===== src/hdl/leaf_cfg.svh =====
`ifndef LEAF_CFG_SVH
`define LEAF_CFG_SVH

// network packet and payload widths.
`define LEAF_PACKET_BITS  49
`define LEAF_PAYLOAD_BITS 32

// header field widths.
`define LEAF_LEAF_BITS    5
`define LEAF_PORT_BITS    4
`define LEAF_TAG_BITS     7

// field positions, payload sits at the bottom.
`define LEAF_TAG_LSB      (`LEAF_PAYLOAD_BITS)
`define LEAF_PORT_LSB     (`LEAF_TAG_LSB + `LEAF_TAG_BITS)
`define LEAF_LEAF_LSB     (`LEAF_PORT_LSB + `LEAF_PORT_BITS)
`define LEAF_VALID_BIT    (`LEAF_LEAF_LSB + `LEAF_LEAF_BITS)

// addressing.
`define LEAF_OWN_ADDR     5'd3
`define LEAF_DEST_LEAF    5'd9
`define LEAF_DEST_PORT    4'd2

// per-port buffering, power of two.
`define LEAF_FIFO_DEPTH   8

`endif


===== src/hdl/leaf_pkg.sv =====
`include "leaf_cfg.svh"

package leaf_pkg;

    // full network word.
    typedef logic [`LEAF_PACKET_BITS-1:0] packet_t;

    // user data word.
    typedef logic [`LEAF_PAYLOAD_BITS-1:0] payload_t;

    // header fields.
    typedef logic [`LEAF_LEAF_BITS-1:0] leaf_addr_t;
    typedef logic [`LEAF_PORT_BITS-1:0] port_id_t;
    typedef logic [`LEAF_TAG_BITS-1:0] tag_t;

    // kernel control.
    typedef enum logic [1:0] {
        IDLE,   // waiting for ap_start.
        GATHER, // waiting for all four inputs.
        OFFER   // sum held for the packer.
    } kernel_state_t;

endpackage


===== src/hdl/port_fifo.sv =====
`timescale 1ns/1ps
`include "leaf_cfg.svh"

module port_fifo #(
    parameter int depth = `LEAF_FIFO_DEPTH
) (
    input  logic               clk,
    input  logic               rst_n,
    input  logic               wr_en,
    input  leaf_pkg::payload_t wr_data,
    output logic               full,
    output logic               vld,
    output leaf_pkg::payload_t data,
    input  logic               ack
);

    localparam int ptr_bits = $clog2(depth);

    leaf_pkg::payload_t  mem [depth];
    logic [ptr_bits-1:0] wr_ptr;
    logic [ptr_bits-1:0] rd_ptr;
    logic [ptr_bits:0]   count;
    logic                do_rd;

    if ((depth < 2) || ((depth & (depth - 1)) != 0)) begin : g_depth_check
        $error("port_fifo depth must be a power of two");
    end

    assign do_rd = ack && vld;
    assign vld   = (count != '0);
    assign full  = (count == (ptr_bits + 1)'(depth));
    assign data  = mem[rd_ptr]; // head word, shown while vld.

    always_ff @(posedge clk) begin
        if (wr_en) begin
            mem[wr_ptr] <= wr_data;
        end
    end

    always_ff @(posedge clk) begin
        if (!rst_n) begin
            wr_ptr <= '0;
            rd_ptr <= '0;
            count  <= '0;
        end else begin
            if (wr_en) begin
                wr_ptr <= wr_ptr + 1'b1; // wraps at depth.
            end
            if (do_rd) begin
                rd_ptr <= rd_ptr + 1'b1;
            end
            case ({wr_en, do_rd})
                2'b10:   count <= count + 1'b1;
                2'b01:   count <= count - 1'b1;
                default: count <= count;
            endcase
        end
    end

    // writer must drop words itself once the buffer is full.
    no_write_when_full: assert property (
        @(posedge clk) disable iff (!rst_n) full |-> !wr_en
    );

    ack_needs_vld: assert property (
        @(posedge clk) disable iff (!rst_n) ack |-> vld
    );

endmodule


===== src/hdl/leaf_rx_demux.sv =====
`timescale 1ns/1ps
`include "leaf_cfg.svh"

module leaf_rx_demux (
    input  logic               clk,
    input  logic               rst_n,
    input  leaf_pkg::packet_t  din_leaf_bft2interface,
    output leaf_pkg::payload_t dout_leaf_interface2user_1,
    output leaf_pkg::payload_t dout_leaf_interface2user_2,
    output leaf_pkg::payload_t dout_leaf_interface2user_3,
    output leaf_pkg::payload_t dout_leaf_interface2user_4,
    output logic               vld_interface2user_1,
    output logic               vld_interface2user_2,
    output logic               vld_interface2user_3,
    output logic               vld_interface2user_4,
    input  logic               ack_user2interface_1,
    input  logic               ack_user2interface_2,
    input  logic               ack_user2interface_3,
    input  logic               ack_user2interface_4
);

    logic                 pkt_valid;
    leaf_pkg::leaf_addr_t pkt_leaf;
    leaf_pkg::port_id_t   pkt_port;
    leaf_pkg::payload_t   pkt_payload;
    logic                 for_me;

    logic [3:0]           wr_en;
    logic [3:0]           full;
    logic [3:0]           fifo_vld;
    logic [3:0]           fifo_ack;
    leaf_pkg::payload_t   fifo_data [4];

    // field decode.
    assign pkt_valid   = din_leaf_bft2interface[`LEAF_VALID_BIT];
    assign pkt_leaf    = din_leaf_bft2interface[`LEAF_LEAF_LSB +: `LEAF_LEAF_BITS];
    assign pkt_port    = din_leaf_bft2interface[`LEAF_PORT_LSB +: `LEAF_PORT_BITS];
    assign pkt_payload = din_leaf_bft2interface[`LEAF_PAYLOAD_BITS-1:0];

    assign for_me = pkt_valid && (pkt_leaf == `LEAF_OWN_ADDR);

    assign fifo_ack = {ack_user2interface_4, ack_user2interface_3,
                       ack_user2interface_2, ack_user2interface_1};

    assign vld_interface2user_1 = fifo_vld[0];
    assign vld_interface2user_2 = fifo_vld[1];
    assign vld_interface2user_3 = fifo_vld[2];
    assign vld_interface2user_4 = fifo_vld[3];

    assign dout_leaf_interface2user_1 = fifo_data[0];
    assign dout_leaf_interface2user_2 = fifo_data[1];
    assign dout_leaf_interface2user_3 = fifo_data[2];
    assign dout_leaf_interface2user_4 = fifo_data[3];

    for (genvar i = 0; i < 4; i++) begin : g_port
        // network port i+1 feeds fifo i, a full fifo drops the word.
        assign wr_en[i] = for_me
                          && (pkt_port == leaf_pkg::port_id_t'(i + 1))
                          && !full[i];

        port_fifo u_fifo (
            .clk     (clk),
            .rst_n   (rst_n),
            .wr_en   (wr_en[i]),
            .wr_data (pkt_payload),
            .full    (full[i]),
            .vld     (fifo_vld[i]),
            .data    (fifo_data[i]),
            .ack     (fifo_ack[i])
        );
    end

    // a written word is visible to the kernel one cycle later.
    write_shows_vld: assert property (
        @(posedge clk) disable iff (!rst_n)
        (wr_en != '0) |=> ((fifo_vld & $past(wr_en)) == $past(wr_en))
    );

endmodule


===== src/hdl/user_kernel.sv =====
`timescale 1ns/1ps

module user_kernel (
    input  logic               clk,
    input  logic               rst_n,
    input  logic               ap_start,
    input  leaf_pkg::payload_t dout_leaf_interface2user_1,
    input  leaf_pkg::payload_t dout_leaf_interface2user_2,
    input  leaf_pkg::payload_t dout_leaf_interface2user_3,
    input  leaf_pkg::payload_t dout_leaf_interface2user_4,
    input  logic               vld_interface2user_1,
    input  logic               vld_interface2user_2,
    input  logic               vld_interface2user_3,
    input  logic               vld_interface2user_4,
    output logic               ack_user2interface_1,
    output logic               ack_user2interface_2,
    output logic               ack_user2interface_3,
    output logic               ack_user2interface_4,
    output leaf_pkg::payload_t din_leaf_user2interface_1,
    output logic               vld_user2interface_1,
    input  logic               ack_interface2user_1
);

    leaf_pkg::kernel_state_t state;
    leaf_pkg::payload_t      sum_q;
    logic                    all_vld;
    logic                    take;

    assign all_vld = vld_interface2user_1 && vld_interface2user_2
                     && vld_interface2user_3 && vld_interface2user_4;
    assign take    = (state == leaf_pkg::GATHER) && all_vld;

    // all four ports are popped together.
    assign ack_user2interface_1 = take;
    assign ack_user2interface_2 = take;
    assign ack_user2interface_3 = take;
    assign ack_user2interface_4 = take;

    assign vld_user2interface_1      = (state == leaf_pkg::OFFER);
    assign din_leaf_user2interface_1 = sum_q;

    always_ff @(posedge clk) begin
        if (!rst_n) begin
            state <= leaf_pkg::IDLE;
        end else begin
            case (state)
                leaf_pkg::IDLE: begin
                    if (ap_start) state <= leaf_pkg::GATHER;
                end
                leaf_pkg::GATHER: begin
                    if (take) state <= leaf_pkg::OFFER;
                end
                leaf_pkg::OFFER: begin
                    if (ack_interface2user_1) state <= leaf_pkg::GATHER;
                end
                default: state <= leaf_pkg::IDLE;
            endcase
        end
    end

    always_ff @(posedge clk) begin
        if (take) begin
            sum_q <= dout_leaf_interface2user_1 + dout_leaf_interface2user_2
                     + dout_leaf_interface2user_3 + dout_leaf_interface2user_4; // mod 2^32.
        end
    end

    acks_rise_together: assert property (
        @(posedge clk) disable iff (!rst_n)
        $rose(ack_user2interface_1) |-> ($rose(ack_user2interface_2)
            && $rose(ack_user2interface_3) && $rose(ack_user2interface_4))
    );

endmodule


===== src/hdl/leaf_tx_packer.sv =====
`timescale 1ns/1ps
`include "leaf_cfg.svh"

module leaf_tx_packer (
    input  logic               clk,
    input  logic               rst_n,
    input  logic               resend,
    input  leaf_pkg::payload_t din_leaf_user2interface_1,
    input  logic               vld_user2interface_1,
    output logic               ack_interface2user_1,
    output leaf_pkg::packet_t  dout_leaf_interface2bft
);

    leaf_pkg::tag_t tag_q;

    // resend holds the kernel off.
    assign ack_interface2user_1 = vld_user2interface_1 && !resend;

    always_ff @(posedge clk) begin
        if (!rst_n) begin
            dout_leaf_interface2bft <= '0;
            tag_q                   <= '0;
        end else if (ack_interface2user_1) begin
            dout_leaf_interface2bft <= {1'b1,
                                        `LEAF_DEST_LEAF,
                                        `LEAF_DEST_PORT,
                                        tag_q,
                                        din_leaf_user2interface_1};
            tag_q                   <= tag_q + leaf_pkg::tag_t'(1); // wraps at 128.
        end else begin
            dout_leaf_interface2bft <= '0; // idle word.
        end
    end

    resend_blanks_output: assert property (
        @(posedge clk) disable iff (!rst_n) resend |=> (dout_leaf_interface2bft == '0)
    );

endmodule


===== src/hdl/leaf_i4o1.sv =====
`timescale 1ns/1ps

module leaf_i4o1 (
    input  logic              clk,
    input  logic              rst_n,
    input  leaf_pkg::packet_t din_leaf_bft2interface,
    output leaf_pkg::packet_t dout_leaf_interface2bft,
    input  logic              resend,
    input  logic              ap_start
);

    leaf_pkg::payload_t dout_leaf_interface2user_1;
    leaf_pkg::payload_t dout_leaf_interface2user_2;
    leaf_pkg::payload_t dout_leaf_interface2user_3;
    leaf_pkg::payload_t dout_leaf_interface2user_4;
    logic               vld_interface2user_1;
    logic               vld_interface2user_2;
    logic               vld_interface2user_3;
    logic               vld_interface2user_4;
    logic               ack_user2interface_1;
    logic               ack_user2interface_2;
    logic               ack_user2interface_3;
    logic               ack_user2interface_4;

    leaf_pkg::payload_t din_leaf_user2interface_1;
    logic               vld_user2interface_1;
    logic               ack_interface2user_1;

    leaf_rx_demux u_rx_demux (
        .clk                        (clk),
        .rst_n                      (rst_n),
        .din_leaf_bft2interface     (din_leaf_bft2interface),
        .dout_leaf_interface2user_1 (dout_leaf_interface2user_1),
        .dout_leaf_interface2user_2 (dout_leaf_interface2user_2),
        .dout_leaf_interface2user_3 (dout_leaf_interface2user_3),
        .dout_leaf_interface2user_4 (dout_leaf_interface2user_4),
        .vld_interface2user_1       (vld_interface2user_1),
        .vld_interface2user_2       (vld_interface2user_2),
        .vld_interface2user_3       (vld_interface2user_3),
        .vld_interface2user_4       (vld_interface2user_4),
        .ack_user2interface_1       (ack_user2interface_1),
        .ack_user2interface_2       (ack_user2interface_2),
        .ack_user2interface_3       (ack_user2interface_3),
        .ack_user2interface_4       (ack_user2interface_4)
    );

    user_kernel u_user_kernel (
        .clk                        (clk),
        .rst_n                      (rst_n),
        .ap_start                   (ap_start),
        .dout_leaf_interface2user_1 (dout_leaf_interface2user_1),
        .dout_leaf_interface2user_2 (dout_leaf_interface2user_2),
        .dout_leaf_interface2user_3 (dout_leaf_interface2user_3),
        .dout_leaf_interface2user_4 (dout_leaf_interface2user_4),
        .vld_interface2user_1       (vld_interface2user_1),
        .vld_interface2user_2       (vld_interface2user_2),
        .vld_interface2user_3       (vld_interface2user_3),
        .vld_interface2user_4       (vld_interface2user_4),
        .ack_user2interface_1       (ack_user2interface_1),
        .ack_user2interface_2       (ack_user2interface_2),
        .ack_user2interface_3       (ack_user2interface_3),
        .ack_user2interface_4       (ack_user2interface_4),
        .din_leaf_user2interface_1  (din_leaf_user2interface_1),
        .vld_user2interface_1       (vld_user2interface_1),
        .ack_interface2user_1       (ack_interface2user_1)
    );

    leaf_tx_packer u_tx_packer (
        .clk                       (clk),
        .rst_n                     (rst_n),
        .resend                    (resend),
        .din_leaf_user2interface_1 (din_leaf_user2interface_1),
        .vld_user2interface_1      (vld_user2interface_1),
        .ack_interface2user_1      (ack_interface2user_1),
        .dout_leaf_interface2bft   (dout_leaf_interface2bft)
    );

endmodule


===== config.mk =====
export PLATFORM = sky130hd
export DESIGN_NAME = leaf_i4o1
export DESIGN_NICKNAME = d
export VERILOG_FILES = /design/src/hdl/leaf_pkg.sv /design/src/hdl/port_fifo.sv /design/src/hdl/leaf_rx_demux.sv /design/src/hdl/user_kernel.sv /design/src/hdl/leaf_tx_packer.sv /design/src/hdl/leaf_i4o1.sv
export VERILOG_INCLUDE_DIRS = /design/src /design/src/hdl
export SDC_FILE = /design/constraint.sdc
export NUM_CORES = 1
export LEC_CHECK = 0
export BUFFER_PORTS_ARGS = -buffer_cell sky130_fd_sc_hd__buf_2
export CAP_MARGIN = 20
export CORE_AREA = 3 3 344 346
export DETAILED_ROUTE_END_ITERATION = 7
export DIE_AREA = 0 0 347 349
export HOLD_SLACK_MARGIN = 0.03
export PLACE_DENSITY = 0.66
export RECOVER_POWER = 25
export SLEW_MARGIN = 0
export SYNTH_ARGS = -nofsm -noshare
export SYNTH_HDL_FRONTEND = slang
export SYNTH_SLANG_ARGS = --single-unit

===== constraint.sdc =====
create_clock -name clk -period 12.3 [get_ports clk]
set_input_delay 2.46 -clock clk [delete_from_list [all_inputs] [get_ports clk]]
set_output_delay 2.46 -clock clk [all_outputs]
set_load 0.03 [all_outputs]

### Word level (Yosys, flattened, before mapping)

Memory sizes are Yosys's and may differ from the RTL's. A register that Yosys moved wholly into a read port is not among the register bits.
Cells that the tools add are included.

| cells by class | value |
|---|---|
| eq/ne operators | 22 |
| reduce and logical (&&, ||, !) cells | 34 |
| add/subtract/negate cells | 20 |
| multiplexer cells | 25 |

Operators with widths:

| cell | count |
|---|---|
| 32-bit adder | 3 |
| 49-bit 2-to-1 mux | 1 |
| 4-bit case mux with 2 select lines | 4 |
| 3-bit by 1-bit adder with 3-bit output (second input constant) | 8 |
| 3-bit 2-to-1 mux | 8 |
| 1-bit logical AND | 18 |
| 4-bit by 1-bit adder with 4-bit output (second input constant) | 4 |
| 4-bit equality test (second input constant) | 4 |
| 4-bit nonzero test | 4 |
| 4-bit by 1-bit subtractor with 4-bit output (second input constant) | 4 |
| 2-bit by 1-bit equality test with 1-bit output (second input constant) | 5 |
| 2-bit equality test (second input constant) | 5 |
| 4-bit by 2-bit equality test with 1-bit output (second input constant) | 2 |
| 1-bit 2-to-1 mux | 8 |
| 2-bit nonzero test | 4 |
| 7-bit by 1-bit adder with 7-bit output (second input constant) | 1 |
| 2-bit 2-to-1 mux | 3 |
| 2-bit inequality test (second input constant) | 3 |
| 2-bit case mux with 3 select lines | 1 |
| 5-bit by 2-bit equality test with 1-bit output (second input constant) | 1 |
| 1-bit zero test | 5 |
| 4-bit by 1-bit equality test with 1-bit output (second input constant) | 1 |
| 4-bit by 3-bit equality test with 1-bit output (second input constant) | 1 |
| 3-bit AND reduction | 1 |
| other kinds (2) | 2 |

| storage, ports and cells | value |
|---|---|
| RAM bits | 1024 |
| output and inout port bits | 49 |
| input bits | 53 |
| word-level logic and storage cells | 122 |
| register bits after elaboration | 130 |
| memories kept | 4 |

Memories:

| memory | words | width | read ports | clocked after Yosys merged registers in | write ports | RTL line | text |
|---|---|---|---|---|---|---|---|
| u_rx_demux.g_port[0].u_fifo.mem | 8 | 32 | 1 | 1 | 1 | port_fifo.sv:19 | `leaf_pkg::payload_t mem [depth];` |
| u_rx_demux.g_port[1].u_fifo.mem | 8 | 32 | 1 | 1 | 1 | port_fifo.sv:19 |  |
| u_rx_demux.g_port[2].u_fifo.mem | 8 | 32 | 1 | 1 | 1 | port_fifo.sv:19 |  |
| u_rx_demux.g_port[3].u_fifo.mem | 8 | 32 | 1 | 1 | 1 | port_fifo.sv:19 |  |

### Depth between registers and ports, before layout

Gate-level depths: netlist (run 1).

| logic depth | value |
|---|---|
| depth after elaboration | 8 |
| mapped depth | 17 |
| depth with buffers taken out | 15 |

### Hierarchy

Synthesis (run 1) repeated with hierarchy kept, for this count alone.

| unflattened totals | value |
|---|---|
| cells, all modules | 2422 |
| area total of the unflattened synthesis | 48086.1 um2 |

By module, submodules not included:

| module | area an instance (um2) | instances | sequential area each (um2) | cells each |
|---|---|---|---|---|
| port_fifo (u_rx_demux.g_port[2].u_fifo ...) | 10518.8 | 2 | 7947.6 | 443 |
| port_fifo (u_rx_demux.g_port[0].u_fifo ...) | 10436.3 | 2 | 7947.6 | 443 |
| user_kernel | 4588.2 | 1 | 1001.0 | 506 |
| leaf_tx_packer | 1491.4 | 1 | 940.9 | 133 |
| leaf_rx_demux | 96.3 | 1 | 0.0 | 11 |

### Worst setup path after synthesis (run 1)

OpenSTA, ideal clock, no wires.

| timing path | value |
|---|---|
| path type | input port to flip-flop |
| start | in din_leaf_bft2interface[45] |
| end | mem u_rx_demux.g_port[1].u_fifo.mem[0][0] in the netlist's numbering (enable) |
| required time | 11.839 ns |
| stages on the path | 5 |
| library setup time | 0.461 ns |
| arrival | 5.896 ns |
| buffers on the path | 0 |
| path slack | 5.943 ns |
| cells stage by stage | nor4b_1 -> nor4b_1 -> nand4b_1 -> or2_2 -> nor3_1 |

| on the way | value |
|---|---|
| cells in the longest elaborated chain, start to end | 6 |

RTL lines:

| item | RTL line | text |
|---|---|---|
| start, declared | leaf_i4o1.sv:6 | `input leaf_pkg::packet_t din_leaf_bft2interface,` |
| 5-bit by 2-bit equality test with 1-bit output (no line) | - |  |
| 1-bit logical AND | leaf_rx_demux.sv:40 | `` assign for_me = pkt_valid && (pkt_leaf == `LEAF_OWN_ADDR); `` |
| 1-bit logical AND | leaf_rx_demux.sv:58 | `&& (pkt_port == leaf_pkg::port_id_t'(i + 1))` |
| 1-bit logical AND | leaf_rx_demux.sv:59 | `&& !full[i];` |
| 1-bit 2-to-1 mux | port_fifo.sv:35 | `if (wr_en) begin` |
| 1-bit 2-to-1 mux (implied by the code) | port_fifo.sv:36 | `mem[wr_ptr] <= wr_data;` |
| end, declared | port_fifo.sv:19 |  |

Every way passes these cells.

==> flow_metrics.py, run 1 <==
metrics = {
    "grt": {
        "grt_pass1_wl_um": 154000,
        "grt_util_all_layers_pct": 17.4,
        "grt_pass1_vias": 22800,
        "grt_overflow_total": 0,
        "antenna_found_initial": 11,
        "grt_max_degree": 94,
    },
    "sta": {
        "fin_crit_ps": 6500,
        "worstMarginPinSlew_ps": 2460,
        "finalSetupViolations": 0,
        "final.period_utilization_pct": 52.9,
        "hold_viol": 0,
        "rsz0062_at_grt": "false",
        "slew_headroom_pct": -64.0,
        "setup-tns-final_ps": 0,
        "max_freq_mhz": 154,
        "fin_worst_skew_ps": 20.0,
        "maxSlewViolCount": 33,
        "timing.hold.ws_ps": 477,
    },
    "layout": {
        "final_nets": 2598,
        "layout.cells.non_filler": 4057,
        "layout-drive-gt1-share_pct": 24.0,
        "ff_latch_area_um2": 33800,
        "fill_cells": 9579,
        "multi_input_area_um2": 12000,
        "utilization_pct": 45.4,
        "syn2layout_area_growth_pct": 13.7,
    },
    "logic_synthesis": {
        "synth-main-ff-cell": "edfxtp_1",
        "avgSynthCellArea_um2": 20.4,
        "post_synth_num_cell_types": 56,
        "syn_inst": 2269,
        "ys_async_sr_fraction_pct": 0,
        "yosysSeqAreaShare_pct": 73.1,
        "synthesis.area_um2": 46200,
        "yosysMostFrequentCell": "edfxtp_1",
        "yosysWarnings": 0,
        "synthTopCellsByCount": "1056 x edfxtp_1, 256 x mux4_2, 120 x mux2i_1",
        "synth_seq_cells": 1157,
        "synth_edf_count": 1056,
        "yosysTopAreaCellShare_pct": 68.7,
        "synth_area_leaders": "edfxtp_1 69%, mux4_2 12%, dfxtp_1 4.4%",
        "yosysTopAreaCell": "edfxtp_1",
    },
    "pwr": {
        "power_mw": 7.81,
        "peakVddDrop_uv": 134,
        "power.density_nw_per_um2": 149,
        "p_leak_nw": 16.7,
    },
    "clocking": {
        "numCtsBuffers": 114,
        "post_cts_resized": 0,
        "cts_hold_buf": 0,
        "postCtsSetupBuffers": 0,
        "clk_pin_slew_worst_paths_ps": 60,
        "cts_buffer_depth": 3,
        "cts.sinks": 1157,
        "clk_latency_ps": 680,
        "cts-root-buf": "clkbuf_16",
        "cts_tree": "done",
        "htreeDepth": 3,
    },
    "min_path": {
        "holdPathStages": 1,
        "min_from": "u_user_kernel.din_leaf_user2interface_1[0]",
        "hp-class": "reg -> reg",
        "hold_path_end": "u_tx_packer.dout_leaf_interface2bft[0]",
    },
    "die": {
        "start_util_pct": 39.9,
        "num_io_pins": 102,
        "die_area_um2": 121000,
        "core-area_um2": 116000,
        "die_y_um": 349,
        "die_w_um": 347,
        "rows": 125,
    },
    "detailed_routing": {
        "topRoutingLayerUsed": "met5",
        "initialDrtViolationCount": 2457,
        "remaining_drc_errors": 0,
        "avgViaCountPerCell": 5.46,
        "antenna_left": 0,
        "wl_per_cell_um": 26.0,
        "firstDrtPassIters": 7,
        "wl_met1_um": 43000,
        "vias": 22200,
        "wl_met2_um": 52100,
        "wl_um": 106000,
        "met3_length_um": 8090,
    },
    "outcome": {
        "violations": "capacitance limit, slew limit",
        "outcome": "finished, violations left",
    },
    "setup_path": {
        "crit_path_cell_trace": "buf_4 -> mux4_2 -> mux2i_1 -> fa_1 -> fa_1 -> inv_1 -> ha_1 -> and2_1 -> a2111oi_0 -> a31oi_2 -> a31oi_1 -> o211a_1 -> or3_1 -> o311ai_1",
        "worst_ep_arrival_time_ps": 6900,
        "cp_common_cell": "fa_1",
        "crit_type": "reg -> reg",
        "critPathSlowestCell": "dfxtp_4",
        "worst_setup_path_start_kind": "flop",
        "rr_endpoint": "u_user_kernel.din_leaf_user2interface_1[30]",
        "r2r_cells": 14,
        "end_kind": "flop",
        "cp.required_ps": 12700,
        "critPathMaxStageDelay_ps": 850,
        "critPathMaxFanout": 35,
        "r2r_slack_ps": 5800,
    },
    "flow_run": {
        "cap_violations": 1,
    },
    "place": {
        "portBuffers": 88,
        "dp.cells": 3834,
        "dp_hpwl_um": 59500,
        "gp_congestion": 0.779,
    },
}
## critical path: cells and delay by family (launching register included)
kind / cells / cell delay, ps
AO/OA/AOI/OAI: 5 / 1880
adder cells (fa/ha/maj): 3 / 1370
buffers and inverters: 2 / 780
flip-flops: 1 / 850
multiplexers: 2 / 890
AND/OR/NAND/NOR: 2 / 360
## state kept, by name (all words and copies together) (netlist names), named ones only
| signal | cells |
|---|---|
| u_rx_demux.g_port.u_fifo.mem | 1024 |
| u_tx_packer.dout_leaf_interface2bft | 40 |
| u_user_kernel.din_leaf_user2interface_1 | 32 |
| u_rx_demux.g_port.u_fifo.count | 16 |
| u_rx_demux.g_port.u_fifo.rd_ptr | 12 |
| u_rx_demux.g_port.u_fifo.wr_ptr | 12 |
| u_tx_packer.tag_q | 7 |
| u_user_kernel.state | 2 |
## where the power goes
group,internal (mW),switching [mW],total (mW)
logic,0.00909,0.0556,0.0647
registers,4.28,0.000804,4.28
clock network,2.02,1.44,3.46
## layer usage
metal	up-vias	track usage, %
li1	9381	-
met1	11700	23.8
met2	886	29.0
met3	164	3.05
met4	8	4.74
met5	-	0
## area by class of cell
type	instances	share of cell area, %
antenna	5	0.0238
timing repair buffer	137	1.53
inverter	80	0.572
tap	1524	3.63
multi-input combinational	937	22.8
clock inverter	72	1.38
clock buffer	145	5.77
sequential	1157	64.3
## how the worst max path moves through the flow
stage,from,endpoint,slack [ps],cells after the start
finish,flop,u_user_kernel.din_leaf_user2interface_1[30],5800,14
global route,flop,u_user_kernel.din_leaf_user2interface_1[30],5420,14
CTS,flop,u_user_kernel.din_leaf_user2interface_1[30],5690,14
detailed placement,flop,u_user_kernel.din_leaf_user2interface_1[30],5700,14
global placement,flop,u_user_kernel.din_leaf_user2interface_1[30],5760,14
floorplan,din_leaf_bft2interface[45],u_rx_demux.g_port[1].u_fifo.mem[0][0],5940,5
## logic make-up (layout without fill, tap and decap cells)
logic type | Yosys count | after routing | share of synthesized area (%)
adder cells (fa/ha/maj) | 118 | 118 | 4.27
buffers and inverters | 180 | 434 | 1.56
AND/OR/NAND/NOR | 256 | 256 | 2.98
AO/OA/AOI/OAI | 106 | 106 | 1.53
multiplexers | 390 | 390 | 15.4
XOR/XNOR | 61 | 61 | 1.17
flip-flops | 1157 | 1157 | 73.1
other | 1 | 11 | 0.00812
## placed cells by master (no fill, tap or decap), types with 22 or more instances in the layout
cell and count:
nand2_1 60, buf_2 69, clkbuf_16 115, dfxtp_1 89
clkbuf_1 46, inv_1 80, edfxtp_1 1056, and3_1 44
mux2i_1 120, ha_1 52, buf_4 47, and2_1 42
fa_1 66, xor2_1 22, xnor2_1 38, mux4_2 256
a21oi_1 25, clkinv_1 24
## stage by stage
stage	setup WS [ps]	area [um2]
after floorplan	5940	46200
after global placement	5760	48700
after detailed placement	5700	48700
after CTS	5690	52500
after global routing	5420	52500
final	5800	52500
(Power assumes the default switching activity.)
==> run 2, diff against run 1 <==
Settings changed: PLACE_DENSITY 0.66 to 0.68.
Clock period 12.3 ns to 5.3 ns, I/O delays scaled along.
==> run 2 against run 1 <==
Against the previous run: the flow now finishes without violations; sequential power rose by 130%; cell area rose by 1.5%; global-route usage rose by 0.14 points; highest routed layer unchanged; cell count rose by 1.3%; clock-buffer cell count rose by 3; largest power group unchanged.
==> flow_metrics.py, run 2 (same netlist as run 1, synthesis figures left out) <==
metrics = {
    "layout": {
        "final_nets": 2667,
        "final_common_cell": "edfxtp_1",
        "fill_cells": 9519,
        "most-common-layout-cells": "1056 x edfxtp_1, 256 x mux4_2, 117 x clkbuf_16",
        "regMostFlops": "u_rx_demux.g_port.u_fifo.mem",
        "final_cell_area_um2": 53300,
        "syn2layout_area_growth_pct": 15.4,
        "largest_reg_flops": 1024,
        "layout-drive-gt1-share_pct": 26.5,
        "layout.cells.non_filler": 4110,
    },
    "place": {
        "portBuffers": 88,
        "placed_area_um2": 49400,
        "gp_congestion": 0.834,
        "dp.cells": 3900,
        "dp_hpwl_um": 66900,
    },
    "detailed_routing": {
        "firstDrtPassIters": 5,
        "antenna_left": 0,
        "wl_um": 107000,
        "initialDrtViolationCount": 2347,
        "avgViaCountPerCell": 5.48,
        "wl_per_cell_um": 26.0,
        "vias": 22500,
        "remaining_drc_errors": 0,
    },
    "grt": {
        "antenna_found_initial": 5,
        "grt_pass1_vias": 23100,
        "use_met2_pct": 29.7,
        "grt_max_degree": 54,
        "use_met1_pct": 23.7,
        "grt_util_all_layers_pct": 17.6,
        "busiest_layer": "met2",
        "grt_overflow_total": 0,
        "grt_pass1_wl_um": 156000,
        "gr-usage-met3_pct": 3.38,
    },
    "clocking": {
        "htreeDepth": 3,
        "cts-root-buf": "clkbuf_16",
        "cts.sinks": 1157,
        "cts_buffer_depth": 3,
        "clk_pin_slew_worst_paths_ps": 60,
        "cts_tree": "done",
        "numCtsBuffers": 113,
        "clk_latency_ps": 690,
    },
    "setup_path": {
        "critPathSlowestCell": "mux4_2",
        "cp_num_buf_inv": 2,
        "critPathMaxStageDelay_ps": 510,
        "crit_family": "adder cells",
        "crit_path_cell_trace": "buf_4 -> mux4_2 -> mux2_2 -> fa_1 -> fa_1 -> ha_1 -> fa_1 -> a21oi_2 -> nor2_1 -> o311a_1 -> o2111ai_1 -> buf_4 -> a211o_1 -> a21o_1 -> nand2_1 -> a311oi_2",
        "crit_type": "reg -> reg",
        "cp.required_ps": 5790,
        "critPathMaxFanout": 8,
        "end_kind": "flop",
        "worst_setup_path_start_kind": "flop",
        "cp_common_cell": "fa_1",
        "worst_ep_arrival_time_ps": 5640,
    },
    "flow_run": {
        "cap_violations": 0,
    },
    "pwr": {
        "power.density_nw_per_um2": 340,
        "peakVddDrop_uv": 228,
        "p_leak_nw": 17.2,
        "power_switching_share_pct": 19.0,
        "pwr-share-comb_pct": 0.9,
        "p_clk_share_pct": 44.2,
        "seqPwrFrac_pct": 54.9,
        "netSwitchingPower_mw": 3.45,
        "power_mw": 18.1,
        "intPower_mw": 14.7,
    },
    "die": {
        "die_area_um2": 121000,
        "start_util_pct": 39.9,
        "die_y_um": 349,
        "rows": 125,
        "num_io_pins": 102,
        "core-area_um2": 116000,
        "die_w_um": 347,
    },
    "sta": {
        "final.period_utilization_pct": 97.1,
        "slew_headroom_pct": 11.7,
        "timing.hold.ws_ps": 472,
        "max_freq_mhz": 194,
        "finalSetupViolations": 0,
        "fin_crit_ps": 5140,
        "fin_worst_skew_ps": 25.8,
        "maxSlewViolCount": 0,
        "hold_viol": 0,
        "worstMarginPinSlew_ps": 1320,
    },
    "min_path": {
        "min_from": "u_user_kernel.din_leaf_user2interface_1[18]",
        "hp-class": "reg -> reg",
    },
    "outcome": {
        "outcome": "finished clean",
    },
}
## run 2: cell count changes in the layout (fill, tap and decap cells not counted), moves of 3 or more
cell,change
clkinv_1,-3
diode_2,-4
mux2i_1,-14
buf_4,+54
mux2i_2,+13
clkinv_2,-6
inv_6,-5
buf_12,+14
## run 2: power by group through the flow
stage,combinational [mW],clock [mW],sequential [mW]
global route,0.179,8.54,9.94
detailed placement,0.164,0,10.1
finish,0.160,8.00,9.94
global placement,0.147,0,10.1
floorplan,0.0335,0,10.1
CTS,0.164,8.15,9.94
## run 2: what timing repair did
item | CTS | global route
endpoints found under the setup margin | 0 | 5
setup buffers | 0 | 4
gates resized for setup | 0 | 24
hold buffers | 0 | 0
## run 2: final cells by class
type                       count  area (um2)  area share (%)
antenna                        1        2.50         0.00470
clock buffer                 148        3060            5.75
clock inverter                56         649            1.22
inverter                      80         300           0.564
multi-input combinational    937       12000            22.6
sequential                  1157       33800            63.4
tap                         1524        1910            3.58
timing repair buffer         207        1530            2.87
## run 2: final timing paths
kind                            slack, ps                                          end  depth (start not counted)
worst min register to register        470      u_tx_packer.dout_leaf_interface2bft[18]                          1
worst max register to register        160  u_user_kernel.din_leaf_user2interface_1[31]                         16
worst min-delay path                  470      u_tx_packer.dout_leaf_interface2bft[18]                          1
worst max-delay path                  160  u_user_kernel.din_leaf_user2interface_1[31]                         16
## run 2: per-stage QoR
step                      setup slack (ps)  util, %  setup TNS, ps
after floorplan                        101        -              0
after global placement                 189     42.7              0
after detailed placement               172     42.7              0
after CTS                              137     45.9              0
after global routing                 -9.23     46.0          -9.23
final                                  156     46.0              0
## run 2: metal layers
| layer | up-vias | wire, um |
|---|---|---|
| met1 | 12000 | 43300 |
| met3 | 134 | 8100 |
| li1 | 9514 | - |
| met2 | 897 | 53400 |
| met5 | - | 48 |
| met4 | 8 | 1820 |
